**config.mk**
```make
export PLATFORM = sky130hd
export DESIGN_NAME = class_buffer_top
export DESIGN_NICKNAME = d
export VERILOG_FILES = /design/src/buf_data_pkg.sv /design/src/buf_cfg_pkg.sv /design/src/flow_fifo.sv /design/src/class_steer.sv /design/src/egress_arbiter.sv /design/src/buf_apb_regs.sv /design/src/class_buffer_top.sv
export SDC_FILE = /design/constraint.sdc
export NUM_CORES = 1
export LEC_CHECK = 0
export ABC_AREA = 1
export BUFFER_PORTS_ARGS = -buffer_cell sky130_fd_sc_hd__buf_2
export CAP_MARGIN = 20
export CORE_MARGIN = 2
export CORE_UTILIZATION = 60
export DETAILED_ROUTE_END_ITERATION = 7
export PLACE_DENSITY = 0.8
export RECOVER_POWER = 25
export SYNTH_ARGS = -nofsm -noshare
export SYNTH_HDL_FRONTEND = slang
export SYNTH_SLANG_ARGS = --single-unit
```
**constraint.sdc**
```tcl
create_clock -name clk -period 3.7 [get_ports clk]
set_input_delay 0.37 -clock clk [delete_from_list [all_inputs] [get_ports clk]]
set_output_delay 0.37 -clock clk [all_outputs]
set_load 0.01 [all_outputs]
```
**src/buf_data_pkg.sv**
```systemverilog
`default_nettype none

// Data path types seen by steering, FIFOs and egress
package buf_data_pkg;

	// One FIFO per traffic class
	localparam int NUM_CLASSES = 4;

	// Width of the data byte carried in every word
	localparam int PAYLOAD_W = 8;

	// Class tag
	// CLS_0 is served first after reset
	typedef enum logic [1:0] {
		CLS_0 = 2'd0,
		CLS_1 = 2'd1,
		CLS_2 = 2'd2,
		CLS_3 = 2'd3
	} class_e;

	// Tagged word with the class in the upper two bits
	typedef struct packed {
		class_e                 cls;
		logic [PAYLOAD_W-1:0]   payload;
	} word_t;

endpackage

`default_nettype wire

```
**src/buf_cfg_pkg.sv**
```systemverilog
`default_nettype none

// Register map and configuration types for the APB block
package buf_cfg_pkg;

	// Width of one per-class fill level in REG_FILL
	localparam int FILL_W = 8;

	// Egress enable position in REG_CTRL
	localparam int CTRL_EN_BIT = 0;

	// Register offsets, word aligned
	typedef enum logic [3:0] {
		REG_CTRL   = 4'h0,
		REG_THRESH = 4'h4,
		REG_STATUS = 4'h8,
		REG_FILL   = 4'hC
	} reg_addr_e;

	// Threshold levels as laid out in REG_THRESH
	// almost_full in bits 15:8, almost_empty in bits 7:0
	typedef struct packed {
		logic [7:0] almost_full;
		logic [7:0] almost_empty;
	} thresh_t;

	// Levels after reset
	localparam thresh_t THRESH_RESET = '{
		almost_full:  8'd3,
		almost_empty: 8'd1
	};

endpackage

`default_nettype wire

```
**src/flow_fifo.sv**
```systemverilog
`timescale 1ns/100ps
`default_nettype none

module flow_fifo #(
	parameter int DEPTH  = 4,
	parameter int DATA_W = 8
) (
	input  wire                             clk,
	input  wire                             reset_L,
	input  wire                             i_wr,
	input  wire  [DATA_W-1:0]               i_wr_data,
	input  wire                             i_rd,
	input  wire  buf_cfg_pkg::thresh_t      i_thresh,
	output logic [DATA_W-1:0]               o_rd_data,
	output logic                            o_full,
	output logic                            o_empty,
	output logic                            o_almost_full,
	output logic                            o_almost_empty,
	output logic [buf_cfg_pkg::FILL_W-1:0]  o_fill,
	output logic                            o_overrun
);

	localparam int FW = buf_cfg_pkg::FILL_W;
	localparam int PTR_W = $clog2(DEPTH);
	// Pointer value where it wraps back to zero
	localparam logic [PTR_W-1:0] LAST = PTR_W'(DEPTH - 1);
	// Counter value when every entry holds data
	localparam logic [FW-1:0] FULL_LVL = FW'(DEPTH);

	// Storage
	logic [DATA_W-1:0] mem [DEPTH];
	logic [PTR_W-1:0] wr_ptr;
	logic [PTR_W-1:0] rd_ptr;
	logic wr_ok;
	logic rd_ok;

	// Pop only with data present
	assign rd_ok = i_rd && !o_empty;
	// Full FIFO still takes a write when the head leaves in the same cycle
	assign wr_ok = i_wr && (!o_full || rd_ok);

	always_ff @(posedge clk) begin
		if (wr_ok) begin
			mem[wr_ptr] <= i_wr_data;
		end
	end

	// First word fall through
	// head entry is on the output whenever the FIFO is not empty
	assign o_rd_data = mem[rd_ptr];

	// Write pointer wraps at DEPTH, which need not be a power of two
	always_ff @(posedge clk) begin
		if (!reset_L) begin
			wr_ptr <= '0;
		end else if (wr_ok) begin
			wr_ptr <= (wr_ptr == LAST) ? '0 : wr_ptr + 1'b1;
		end
	end

	// Read pointer
	always_ff @(posedge clk) begin
		if (!reset_L) begin
			rd_ptr <= '0;
		end else if (rd_ok) begin
			rd_ptr <= (rd_ptr == LAST) ? '0 : rd_ptr + 1'b1;
		end
	end

	// Fill counter
	// Simultaneous write and read leaves it unchanged
	always_ff @(posedge clk) begin
		if (!reset_L) begin
			o_fill <= '0;
		end else begin
			case ({wr_ok, rd_ok})
				2'b10:   o_fill <= o_fill + 1'b1;
				2'b01:   o_fill <= o_fill - 1'b1;
				default: o_fill <= o_fill;
			endcase
		end
	end

	// Dropped write gives a one cycle pulse
	always_ff @(posedge clk) begin
		if (!reset_L) begin
			o_overrun <= 1'b0;
		end else begin
			o_overrun <= i_wr && !wr_ok;
		end
	end

	// Flags decoded from the counter
	assign o_full = (o_fill == FULL_LVL);
	assign o_empty = (o_fill == '0);
	// Almost levels come from REG_THRESH
	assign o_almost_full = (o_fill >= i_thresh.almost_full);
	assign o_almost_empty = (o_fill <= i_thresh.almost_empty);

	// Counter must never run past the storage
	a_fill_bound: assert property (@(posedge clk) disable iff (!reset_L)
		o_fill <= FULL_LVL)
		else $error("flow_fifo fill above DEPTH");

	// Arbiter only pops FIFOs it saw as non-empty
	a_no_empty_rd: assert property (@(posedge clk) disable iff (!reset_L)
		i_rd |-> !o_empty)
		else $error("flow_fifo read while empty");

endmodule

`default_nettype wire

```
**src/class_steer.sv**
```systemverilog
`timescale 1ns/100ps
`default_nettype none

module class_steer #(
	parameter int DATA_W = 8
) (
	input  wire                                 i_in_valid,
	input  wire  buf_data_pkg::word_t           i_in_word,
	output logic [buf_data_pkg::NUM_CLASSES-1:0] o_wr,
	output logic [DATA_W-1:0]                   o_payload
);

	localparam int NC = buf_data_pkg::NUM_CLASSES;

	// One write strobe per class FIFO
	// Class tag selects the bit, valid gates the whole vector
	always_comb begin
		o_wr = '0;
		if (i_in_valid) begin
			o_wr = NC'(1) << i_in_word.cls;
		end
	end

	// Tag is carried by the strobe, only the byte goes to the FIFOs
	assign o_payload = i_in_word.payload;

	// A valid word needs a known tag or no FIFO gets a clean strobe
	always_comb begin
		if (i_in_valid) begin
			a_tag_known: assert (!$isunknown(i_in_word.cls))
				else $error("class_steer got a valid word with an unknown class");
		end
	end

endmodule

`default_nettype wire

```
**src/egress_arbiter.sv**
```systemverilog
`timescale 1ns/100ps
`default_nettype none

module egress_arbiter #(
	parameter int DATA_W = 8
) (
	input  wire                                             clk,
	input  wire                                             reset_L,
	input  wire                                             i_enable,
	input  wire  [buf_data_pkg::NUM_CLASSES-1:0]             i_empty,
	input  wire  [buf_data_pkg::NUM_CLASSES-1:0][DATA_W-1:0] i_head,
	input  wire                                             i_out_ready,
	output logic [buf_data_pkg::NUM_CLASSES-1:0]             o_rd,
	output logic                                            o_out_valid,
	output buf_data_pkg::word_t                             o_out_word
);

	localparam int NC = buf_data_pkg::NUM_CLASSES;

	// Class granted last
	// Reset value makes CLS_0 the first candidate
	buf_data_pkg::class_e last_grant;
	buf_data_pkg::class_e sel;
	logic [1:0] cand;
	logic found;
	logic take;

	// Round robin search
	// Walks from the farthest class to the nearest one after last_grant
	// The last hit wins, so the nearest non-empty class is chosen
	always_comb begin
		sel = last_grant;
		found = 1'b0;
		cand = '0;
		for (int off = NC; off >= 1; off--) begin
			cand = last_grant + 2'(off);
			if (!i_empty[cand]) begin
				sel = buf_data_pkg::class_e'(cand);
				found = 1'b1;
			end
		end
	end

	// Load when the output stage is free or handing off this cycle
	assign take = i_enable && found && (!o_out_valid || i_out_ready);

	// Pop strobe to the chosen FIFO
	assign o_rd = take ? (NC'(1) << sel) : '0;

	// Output valid and pointer state
	always_ff @(posedge clk) begin
		if (!reset_L) begin
			o_out_valid <= 1'b0;
			last_grant <= buf_data_pkg::CLS_3;
		end else if (take) begin
			o_out_valid <= 1'b1;
			last_grant <= sel;
		end else if (i_out_ready) begin
			o_out_valid <= 1'b0;
		end
	end

	// Output word register
	// head byte tagged with the class it came from
	always_ff @(posedge clk) begin
		if (take) begin
			o_out_word.cls <= sel;
			o_out_word.payload <= i_head[sel];
		end
	end

	// Stalled output holds until the sink takes it
	a_out_hold: assert property (@(posedge clk) disable iff (!reset_L)
		o_out_valid && !i_out_ready |=> o_out_valid && $stable(o_out_word))
		else $error("egress word changed under back-pressure");

endmodule

`default_nettype wire

```
**src/buf_apb_regs.sv**
```systemverilog
`timescale 1ns/100ps
`default_nettype none

module buf_apb_regs (
	input  wire                                                        clk,
	input  wire                                                        reset_L,
	input  wire                                                        i_psel,
	input  wire                                                        i_penable,
	input  wire                                                        i_pwrite,
	input  wire  [3:0]                                                 i_paddr,
	input  wire  [31:0]                                                i_pwdata,
	input  wire  [buf_data_pkg::NUM_CLASSES-1:0]                        i_overrun,
	input  wire  [buf_data_pkg::NUM_CLASSES-1:0][buf_cfg_pkg::FILL_W-1:0] i_fill,
	output logic [31:0]                                                o_prdata,
	output logic                                                       o_enable,
	output buf_cfg_pkg::thresh_t                                       o_thresh
);

	localparam int NC = buf_data_pkg::NUM_CLASSES;
	localparam int TW = $bits(buf_cfg_pkg::thresh_t);

	buf_cfg_pkg::reg_addr_e addr;
	logic wr_access;
	// Sticky overrun flags, one per class
	logic [NC-1:0] status;
	logic [NC-1:0] clr;

	assign addr = buf_cfg_pkg::reg_addr_e'(i_paddr);
	// Writes land at the access edge
	assign wr_access = i_psel && i_penable && i_pwrite;

	// CTRL and THRESH
	always_ff @(posedge clk) begin
		if (!reset_L) begin
			o_enable <= 1'b0;
			o_thresh <= buf_cfg_pkg::THRESH_RESET;
		end else if (wr_access) begin
			case (addr)
				buf_cfg_pkg::REG_CTRL: begin
					o_enable <= i_pwdata[buf_cfg_pkg::CTRL_EN_BIT];
				end
				buf_cfg_pkg::REG_THRESH: begin
					o_thresh <= buf_cfg_pkg::thresh_t'(i_pwdata[TW-1:0]);
				end
				default: begin
				end
			endcase
		end
	end

	// Write 1 to clear
	assign clr = (wr_access && addr == buf_cfg_pkg::REG_STATUS) ? i_pwdata[NC-1:0] : '0;

	// New overrun pulse wins over a clear in the same cycle
	always_ff @(posedge clk) begin
		if (!reset_L) begin
			status <= '0;
		end else begin
			status <= (status & ~clr) | i_overrun;
		end
	end

	// Read mux
	// unmapped offsets read zero
	always_comb begin
		o_prdata = '0;
		case (addr)
			buf_cfg_pkg::REG_CTRL:   o_prdata[buf_cfg_pkg::CTRL_EN_BIT] = o_enable;
			buf_cfg_pkg::REG_THRESH: o_prdata = 32'(o_thresh);
			buf_cfg_pkg::REG_STATUS: o_prdata = 32'(status);
			// Class 0 in the low byte
			buf_cfg_pkg::REG_FILL:   o_prdata = 32'(i_fill);
			default:                 o_prdata = '0;
		endcase
	end

	// Access phase must follow a setup cycle with the same select
	a_apb_phase: assert property (@(posedge clk) disable iff (!reset_L)
		i_penable |-> i_psel && $past(i_psel && !i_penable))
		else $error("APB access phase without setup");

endmodule

`default_nettype wire

```
**src/class_buffer_top.sv**
```systemverilog
`timescale 1ns/100ps
`default_nettype none

module class_buffer_top #(
	parameter int DEPTH  = 4,
	parameter int DATA_W = 8
) (
	input  wire                                  clk,
	input  wire                                  reset_L,
	input  wire                                  i_in_valid,
	input  wire  buf_data_pkg::word_t            i_in_word,
	input  wire                                  i_out_ready,
	input  wire                                  i_psel,
	input  wire                                  i_penable,
	input  wire                                  i_pwrite,
	input  wire  [3:0]                           i_paddr,
	input  wire  [31:0]                          i_pwdata,
	output logic                                 o_out_valid,
	output buf_data_pkg::word_t                  o_out_word,
	output logic [31:0]                          o_prdata,
	output logic [buf_data_pkg::NUM_CLASSES-1:0] o_almost_full
);

	localparam int NC = buf_data_pkg::NUM_CLASSES;
	localparam int FW = buf_cfg_pkg::FILL_W;

	// Ingress to FIFOs
	logic [NC-1:0] wr;
	logic [DATA_W-1:0] payload;
	// FIFOs to arbiter
	logic [NC-1:0] empty;
	logic [NC-1:0][DATA_W-1:0] head;
	logic [NC-1:0] rd;
	// Status and config
	logic [NC-1:0][FW-1:0] fill;
	logic [NC-1:0] overrun;
	logic enable;
	buf_cfg_pkg::thresh_t thresh;

	class_steer #(.DATA_W(DATA_W)) u_steer (
		.i_in_valid (i_in_valid),
		.i_in_word  (i_in_word),
		.o_wr       (wr),
		.o_payload  (payload)
	);

	// One FIFO per class
	// full and almost_empty are not used at this level
	for (genvar c = 0; c < NC; c++) begin : g_fifo
		flow_fifo #(.DEPTH(DEPTH), .DATA_W(DATA_W)) u_fifo (
			.clk            (clk),
			.reset_L        (reset_L),
			.i_wr           (wr[c]),
			.i_wr_data      (payload),
			.i_rd           (rd[c]),
			.i_thresh       (thresh),
			.o_rd_data      (head[c]),
			.o_full         (),
			.o_empty        (empty[c]),
			.o_almost_full  (o_almost_full[c]),
			.o_almost_empty (),
			.o_fill         (fill[c]),
			.o_overrun      (overrun[c])
		);
	end

	egress_arbiter #(.DATA_W(DATA_W)) u_arb (
		.clk         (clk),
		.reset_L     (reset_L),
		.i_enable    (enable),
		.i_empty     (empty),
		.i_head      (head),
		.i_out_ready (i_out_ready),
		.o_rd        (rd),
		.o_out_valid (o_out_valid),
		.o_out_word  (o_out_word)
	);

	buf_apb_regs u_regs (
		.clk       (clk),
		.reset_L   (reset_L),
		.i_psel    (i_psel),
		.i_penable (i_penable),
		.i_pwrite  (i_pwrite),
		.i_paddr   (i_paddr),
		.i_pwdata  (i_pwdata),
		.i_overrun (overrun),
		.i_fill    (fill),
		.o_prdata  (o_prdata),
		.o_enable  (enable),
		.o_thresh  (thresh)
	);

	// Payload width must agree with the tagged word layout
	a_data_w: assert property (@(posedge clk) DATA_W == buf_data_pkg::PAYLOAD_W)
		else $error("DATA_W differs from the package payload width");

endmodule

`default_nettype wire

```
==> impl_results.md, run 1 <==
- Tcrit/Tclk final: 92.37%
- Root Buffer: clkbuf_16
- Clock sinks: between 200 and 250
- First-pass GRT wire length: 39470 microns
- Initial core utilization: approximately three fifths
- Die ar.: 0.01943 sq mm
- Ys async rst share: 0%
- FF-to-FF End: g_fifo[3].u_fifo.o_fill[7]
- Final cell count without fillers: 1497
- YS warnings: 0
- Post-DRT Antenna Nets: 0
- Largest net degree at the start of global routing: 42
- DRC viols: 0
- Worst slew pin tran: approximately 0.82 ns
- Starting DRT DRC Count: 470
- Vias after detailed routing: roughly 8400
- Die H: ~140 microns
- CTS Buf Count: 23
- H-tree levels: 1
- Number of global-route vias before repair: about 8200
- Worst Setup End Kind: flip-flop
- Area growth from synthesis to final layout: 14.78%
- Total power: ~5600 uW
- Final net count: ~1400
- Hold Startpoint: i_pwdata[9]
- Area of the multi-input gates: roughly 0.0045 sq mm
- Worst Setup Start Kind: flip-flop
- Yosys reg bits: approximately 220
- Hold Path Cell Cnt: 3
- Sequential area share after synthesis: about 53%
- Most frequent cells in the layout: nand2_1, inv_1, edfxtp_1, nor2_1, o21ai_0
- DRT Wirelength: between 20000 and 25000 microns
- Routability Congestion: 0.9026
- # hold bufs at CTS: 0
- DR vias/cell: 5.607
- Core Area: 0.01796 sq mm
- Sequential cell area: around 0.0058 sq mm
- Post-Syn Nets: around 1300
- Worst Path Arrival: ~3.8 ns
- Site Rows: 49
- RSZ-0062 raised after global routing: true
- R2R Setup Slk: approximately 0.28 ns
- Clk slew on worst S/H paths: 0.06 ns
- Syn_area_per_cell: around 9.6 sq um
- Avg WL per Cell: ~16 microns
- Synth Flop Type: edfxtp_1
- Max-cap violations: 0
- CP required: about 4.1 ns
- Global route overflow: 0
- Die Span X: approximately 140 microns
- Slew Limit Fails: 0
- Port Buf Inserts: just over 80
- Worst r2r path cells: 27
- Mapped cell area: 0.01100 sq mm
- Maximum vdd drop: 0.4879 mV
- Tmin final: 3.418 ns
- Pleak: between 0.005 and 0.006 uW
- Max Buffers Root-to-Sink: 3
- Post-Route Skew: roughly 0.0086 ns
- Synth Instances: approximately 1100
- Synth unique cells: 44
- Placed Area: 0.01176 sq mm
- Most common cell after layout, fill and taps aside: nand2_1
- Worst-skew pair later-pin latency: ~0.52 ns
- Final instance area: between 0.01 and 0.015 sq mm
- Placed cell count: 1451
- Worst Hold Class: input pin to flip-flop
- Crit Path Category: flip-flop to flip-flop
- Hold Vio Cnt, Final: 0
- Worst slew margin: 45.29%
- DRT Pass-1 Iters: 5
- Worst Hold End: u_regs.o_thresh[9]
- RR Startpoint: g_fifo[2].u_fifo.o_fill[7]
- Share of cells above drive strength 1: 15.14%
- Status: finished, final reports clean
- Post-DP HPWL: 16770 microns
- Filler cells: approximately 1300
- I/O pins: 100
- Total track usage: 25.04%
- # setup viols final: 0
- Crit-path max FO: 5
- CTS tree: done
- Number of flops mapped to enable cells by yosys: 138
- Antenna violations before repair: 0
- Max Clk Rate: about 300 MHz
- Power density cells: ~440 mW/mm^2
- Diode count: 0
per-stage QoR:
| step | setup TNS, ns | setup WS [ns] | util (%) | hold slack (ns) |
|---|---|---|---|---|
| floorplan | 0 | 0.3015 | - | 0.4153 |
| global placement | 0 | 0.1487 | 65.48 | 0.4358 |
| detailed placement | 0 | 0.07428 | 65.48 | 0.4371 |
| CTS | 0 | 0.04535 | 69.69 | 0.05217 |
| global route | -0.05266 | -0.05088 | 70.29 | 0.06408 |
| finish | 0 | 0.2821 | 70.29 | 0.06637 |
sequential cells by signal, summed over array words and instances, names as in the netlist, named ones only:
| signal | count |
|---|---|
| g_fifo.u_fifo.mem | 128 |
| g_fifo.u_fifo.o_fill | 32 |
| g_fifo.u_fifo.o_overrun | 4 |
| g_fifo.u_fifo.rd_ptr | 8 |
| g_fifo.u_fifo.wr_ptr | 8 |
| u_arb.last_grant | 2 |
| u_arb.o_out_valid | 1 |
| u_arb.o_out_word | 10 |
| u_regs.o_enable | 1 |
| u_regs.o_thresh | 16 |
| u_regs.status | 4 |
report_power, final:
| group | internal (uW) | switching (uW) |
|---|---|---|
| Sequential | 2680 | 29.8 |
| Combinational | 197 | 370 |
| Clock | 1340 | 975 |
worst max path at each step:
stage,startpoint,to,slack [ns]
after floorplan,g_fifo[0].u_fifo.o_fill[7],g_fifo[1].u_fifo.o_fill[7],0.30
after global placement,u_arb.last_grant[0],g_fifo[1].u_fifo.o_fill[7],0.15
after detailed placement,u_arb.last_grant[0],g_fifo[1].u_fifo.o_fill[7],0.07
after CTS,g_fifo[3].u_fifo.o_fill[7],g_fifo[1].u_fifo.o_fill[7],0.05
after global routing,g_fifo[2].u_fifo.o_fill[7],g_fifo[1].u_fifo.o_fill[7],-0.05
final,g_fifo[2].u_fifo.o_fill[7],g_fifo[3].u_fifo.o_fill[7],0.28
what timing repair did:
item                                    4_1_cts  5_1_grt
buffers inserted                              0        4
resized for setup                             0       28
endpoints found under the setup margin        0       10
worst max-delay path, stage by stage (launching register included):
cell,delay (ns)
dfxtp_1,0.37
nor2_2,0.14
nand2_1,0.12
nor2_4,0.16
nand2_1,0.07
nand2_2,0.09
nand2_2,0.06
nand3_2,0.08
nand2_1,0.07
nand2_1,0.07
nand2_2,0.07
nand3_2,0.10
nand2_1,0.10
nand2_2,0.10
ha_2,0.27
ha_4,0.24
a21oi_1,0.17
nand2_1,0.12
nand2_1,0.08
nand2_1,0.08
a21oi_2,0.19
nor2_1,0.07
o21ai_1,0.16
nand2_1,0.07
nand2_1,0.06
nand2_1,0.06
nand2_1,0.05
a21oi_1,0.06
synthesized netlist by cell type, types with 4 or more instances:
cell        n  area share, %
a21oi_1    87            4.0
a32oi_1     8           0.64
buf_2       4           0.18
buf_4       5           0.34
clkbuf_1   25           0.85
dfxtp_1    84             15
edfxtp_1  138             38
fa_1        4           0.73
ha_1       80            9.1
inv_1     140            4.8
mux2i_1    16            1.5
nand2_1   157            5.4
nand2_2     9           0.51
nand3_1    37            1.7
nand3_2     4           0.36
nor2_1    133            4.5
nor2_2      8           0.45
nor3_1      5           0.23
o211ai_1   10           0.68
o21a_1      6           0.41
o21ai_0   100            4.5
o221ai_1   16            1.3
o22ai_1    14           0.80
xnor2_1     7           0.56
xor2_1     18            1.4
layer usage:
metal | share of wire (%) | vias up | track usage (%) | wire length, microns
li1 | - | 4129 | - | -
met1 | 41 | 3928 | 30.44 | 10030
met2 | 50 | 283 | 45.07 | 12210
met3 | 5.6 | 54 | 3.992 | 1377
met4 | 3.1 | 0 | 9.144 | 767
met5 | 0 | - | 0 | 0
layout make-up:
class	count	area share, %
flip-flops and latches	222	46.16
clock buffers	30	4.925
well taps	229	2.269
multi-input cells	742	35.97
inverters	143	4.251
repair buffers	119	5.361
clock inverters	12	1.060
cell families after synthesis:
kind of cell / Yosys count / share of synthesized area (%)
mux: 16 / 1.456
xor+xnor: 25 / 1.990
compound gates: 252 / 13.09
simple gates: 365 / 14.16
flops: 222 / 52.96
fa+ha+maj: 84 / 9.827
buf+inv: 180 / 6.517
(Power assumes the default switching activity.)
==> run 2, diff against run 1 <==
- CORE_MARGIN: 2 -> default
==> run 2 against run 1 <==
Net effect:
- flip-flop and latch count is the same
- first-iteration DRC count grew 6.6%
- count of clock-buffer cells in the layout grew 2
- die area shrank 2.8%
- combinational power shrank 2%
- non-clock buffer count shrank 1
- register-to-register slack gained 0.06 ns
- worst hold slack lost 0.0036 ns
- critical path type unchanged
- largest power group unchanged
- highest routed layer unchanged
==> impl_results.md, run 2 (same netlist as run 1, synthesis figures left out) <==
- Starting DRT DRC Count: 501 (+6.6%)
- Worst slew pin tran: 1.010 ns (+0.1891 ns)
- Total track usage: 26.43% (+1.4 points)
- Vias after detailed routing: 8367 (-0.32%)
- Share of cells above drive strength 1: 14.60% (-0.54 points)
- DR vias/cell: 5.593 (-0.26%)
- Fin worst setup slack: 0.3463 ns (+0.06415 ns)
- Maximum vdd drop: 0.3519 mV (-28%)
- Routability Congestion: 0.9290 (+2.9%)
- RSZ-0062 raised after global routing: false
- Number of global-route vias before repair: 7895 (-3.9%)
- Diode count: 0 (unchanged)
- Global route overflow: 0 (unchanged)
- # hold bufs at CTS: 0 (unchanged)
- Place WS: 0.08082 ns (+0.006544 ns)
- Most frequent cells in the layout: nand2_1, inv_1, edfxtp_1, nor2_1, o21ai_0
- Worst Hold End: u_regs.o_thresh[8]
- Core Area: 0.01796 sq mm (unchanged)
- Hold Vio Cnt, Final: 0 (unchanged)
- Post-DP HPWL: 16770 microns (about the same)
- Tmin final: 3.354 ns (-0.06415 ns)
- Worst Setup End Kind: flip-flop
- I/O pins: 100 (unchanged)
- Port Buf Inserts: 83 (unchanged)
- Initial core utilization: 61.24% (unchanged)
- Site Rows: 49 (unchanged)
- Crit Path Category: flip-flop to flip-flop
- H-tree levels: 1 (unchanged)
- # setup viols final: 0 (unchanged)
- Post-Route Skew: 0.01110 ns (+0.002478 ns)
- Hold Path Cell Cnt: 3 (unchanged)
- CTS tree: done
- DRT Wirelength: 24650 microns (+1.1%)
- Die Span X: 137.4 microns (-1.4%)
- Root Buffer: clkbuf_16
- RR Startpoint: g_fifo[1].u_fifo.o_fill[7]
- Largest net degree at the start of global routing: 42 (unchanged)
- Worst slew margin: 32.62% (-13 points)
- Tcrit/Tclk final: 90.64% (-1.7 points)
- Hold Startpoint: i_pwdata[8]
- First-pass GRT wire length: 38480 microns (-2.5%)
- Largest register FFs: 128 (unchanged)
- Worst Hold Class: input pin to flip-flop
- Top Family by Delay on Critical Path: simple AND/OR/NAND/NOR gates
- Worst Path Arrival: 3.77 ns (-0.03 ns)
- Clk slew on worst S/H paths: 0.06 ns (about the same)
- Largest Register: g_fifo.u_fifo.mem
- Max incr delay on CP: 0.40 ns (+0.03 ns)
- Max Buffers Root-to-Sink: 3 (unchanged)
- Critical path cell sequence: nor2_2, nand2_1, nor2_2, nand2_1, nand3_1, nand3_1, nand2_1, inv_1, nand3_2, nand2_4, nand2_2, ha_4, inv_1, fa_1, o21ai_1, a21oi_1, nor2_1, nor2_1, xnor2_1, o21ai_0, inv_1
- Worst-skew pair later-pin latency: 0.52 ns (about the same)
- Power density cells: 440.1 mW/mm^2 (-0.64%)
- Pleak: 0.005272 uW (-0.58%)
- Status: finished, final reports clean
- Top Registers: g_fifo.u_fifo.mem (128), g_fifo.u_fifo.o_fill (32), u_regs.o_thresh (16)
- Worst r2r path cells: 21 (-22%)
- Worst Path Buf+Inv: 3 (+3)
- Clock sinks: 222 (unchanged)
- Slew Limit Fails: 0 (unchanged)
- Antenna violations before repair: 0 (unchanged)
- CTS Buf Count: 23 (unchanged)
- Die H: 137.4 microns (-1.4%)
- Setup tns final: 0 ns (unchanged)
- Worst Setup Start Kind: flip-flop
- Post-DRT Antenna Nets: 0 (unchanged)
- Max-cap violations: 0 (unchanged)
- Most common cell after layout, fill and taps aside: nand2_1
- Slowest-stage cell, CP: fa_1
- Max Clk Rate: 298.2 MHz (+1.9%)
- Crit-path max FO: 6 (+1)
- CP required: 4.12 ns (+0.04 ns)
- Avg WL per Cell: 16.48 microns (+1.2%)
- Final net count: 1387 (-0.072%)
- Area growth from synthesis to final layout: 14.59%
- FF-to-FF End: g_fifo[1].u_fifo.o_fill[6]
- R2R Setup Slk: 0.35 ns (+0.06 ns)
- Filler cells: 1331 (+0.76%)
- DRT Pass-1 Iters: 5 (unchanged)
- DRC viols: 0 (unchanged)
- Die ar.: 0.01888 sq mm (-2.8%)
-- run 2: worst max-delay path by stage --
stage                                     startpoint                          to  slack (ns)  cells past startpoint
after floorplan           g_fifo[0].u_fifo.o_fill[7]  g_fifo[1].u_fifo.o_fill[7]        0.30                     25
after global placement    g_fifo[0].u_fifo.o_fill[5]  g_fifo[1].u_fifo.o_fill[7]        0.17                     25
after detailed placement  g_fifo[0].u_fifo.o_fill[5]  g_fifo[1].u_fifo.o_fill[7]        0.08                     25
after CTS                 g_fifo[0].u_fifo.o_fill[5]  g_fifo[1].u_fifo.o_fill[7]        0.02                     25
after global routing      g_fifo[3].u_fifo.o_fill[7]  g_fifo[0].u_fifo.o_fill[7]        0.02                     25
final                     g_fifo[1].u_fifo.o_fill[7]  g_fifo[1].u_fifo.o_fill[6]        0.35                     21
-- run 2: worst min-delay path: cells and delay by family --
kind	cells	cell delay, ns
simple gates	2	0.11
buf+inv	1	0.07
-- run 2: timing repair --
action	4_1_cts	5_1_grt
buffers inserted	0	3
endpoints found under the setup margin	0	10
resized for setup	0	24
endpoints found under the hold margin	0	0
-- run 2: routing by layer --
metal | track usage (%) | up-vias | share of wire [%]
met5 | 0 | - | 0
met1 | 34.12 | 3890 | 43
li1 | - | 4124 | -
met2 | 45.70 | 281 | 48
met3 | 2.833 | 72 | 5.4
met4 | 9.829 | 0 | 3.8
-- run 2: final cells by class --
cell class	count	area, sq um	area share [%]
flip-flops and latches	222	5826	46.21
multi-input cells	742	4552	36.11
repair buffers	118	665.6	5.280
clock buffers	32	619.3	4.913
inverters	143	536.8	4.258
well taps	229	286.5	2.273
clock inverters	10	120.1	0.9529
-- run 2: where the power goes --
| group | switching, uW | total (uW) | internal, uW |
|---|---|---|---|
| combinational | 363 | 558 | 195 |
| sequential | 30.6 | 2710 | 2680 |
| clock | 955 | 2280 | 1320 |
-- run 2: metrics by stage --
step,util (%),cells,power [uW],instance area [sq um],hold slack (ns)
2_1_floorplan,-,1144,3132,11000,0.4153
4_1_cts,69.60,1493,5552,12500,0.05602
3_5_place_dp,65.48,1451,3301,11760,0.4352
5_1_grt,70.17,1496,5734,12610,0.07327
6_report,70.17,1496,5548,12610,0.06275
3_3_place_gp,65.48,1451,3284,11760,0.4236
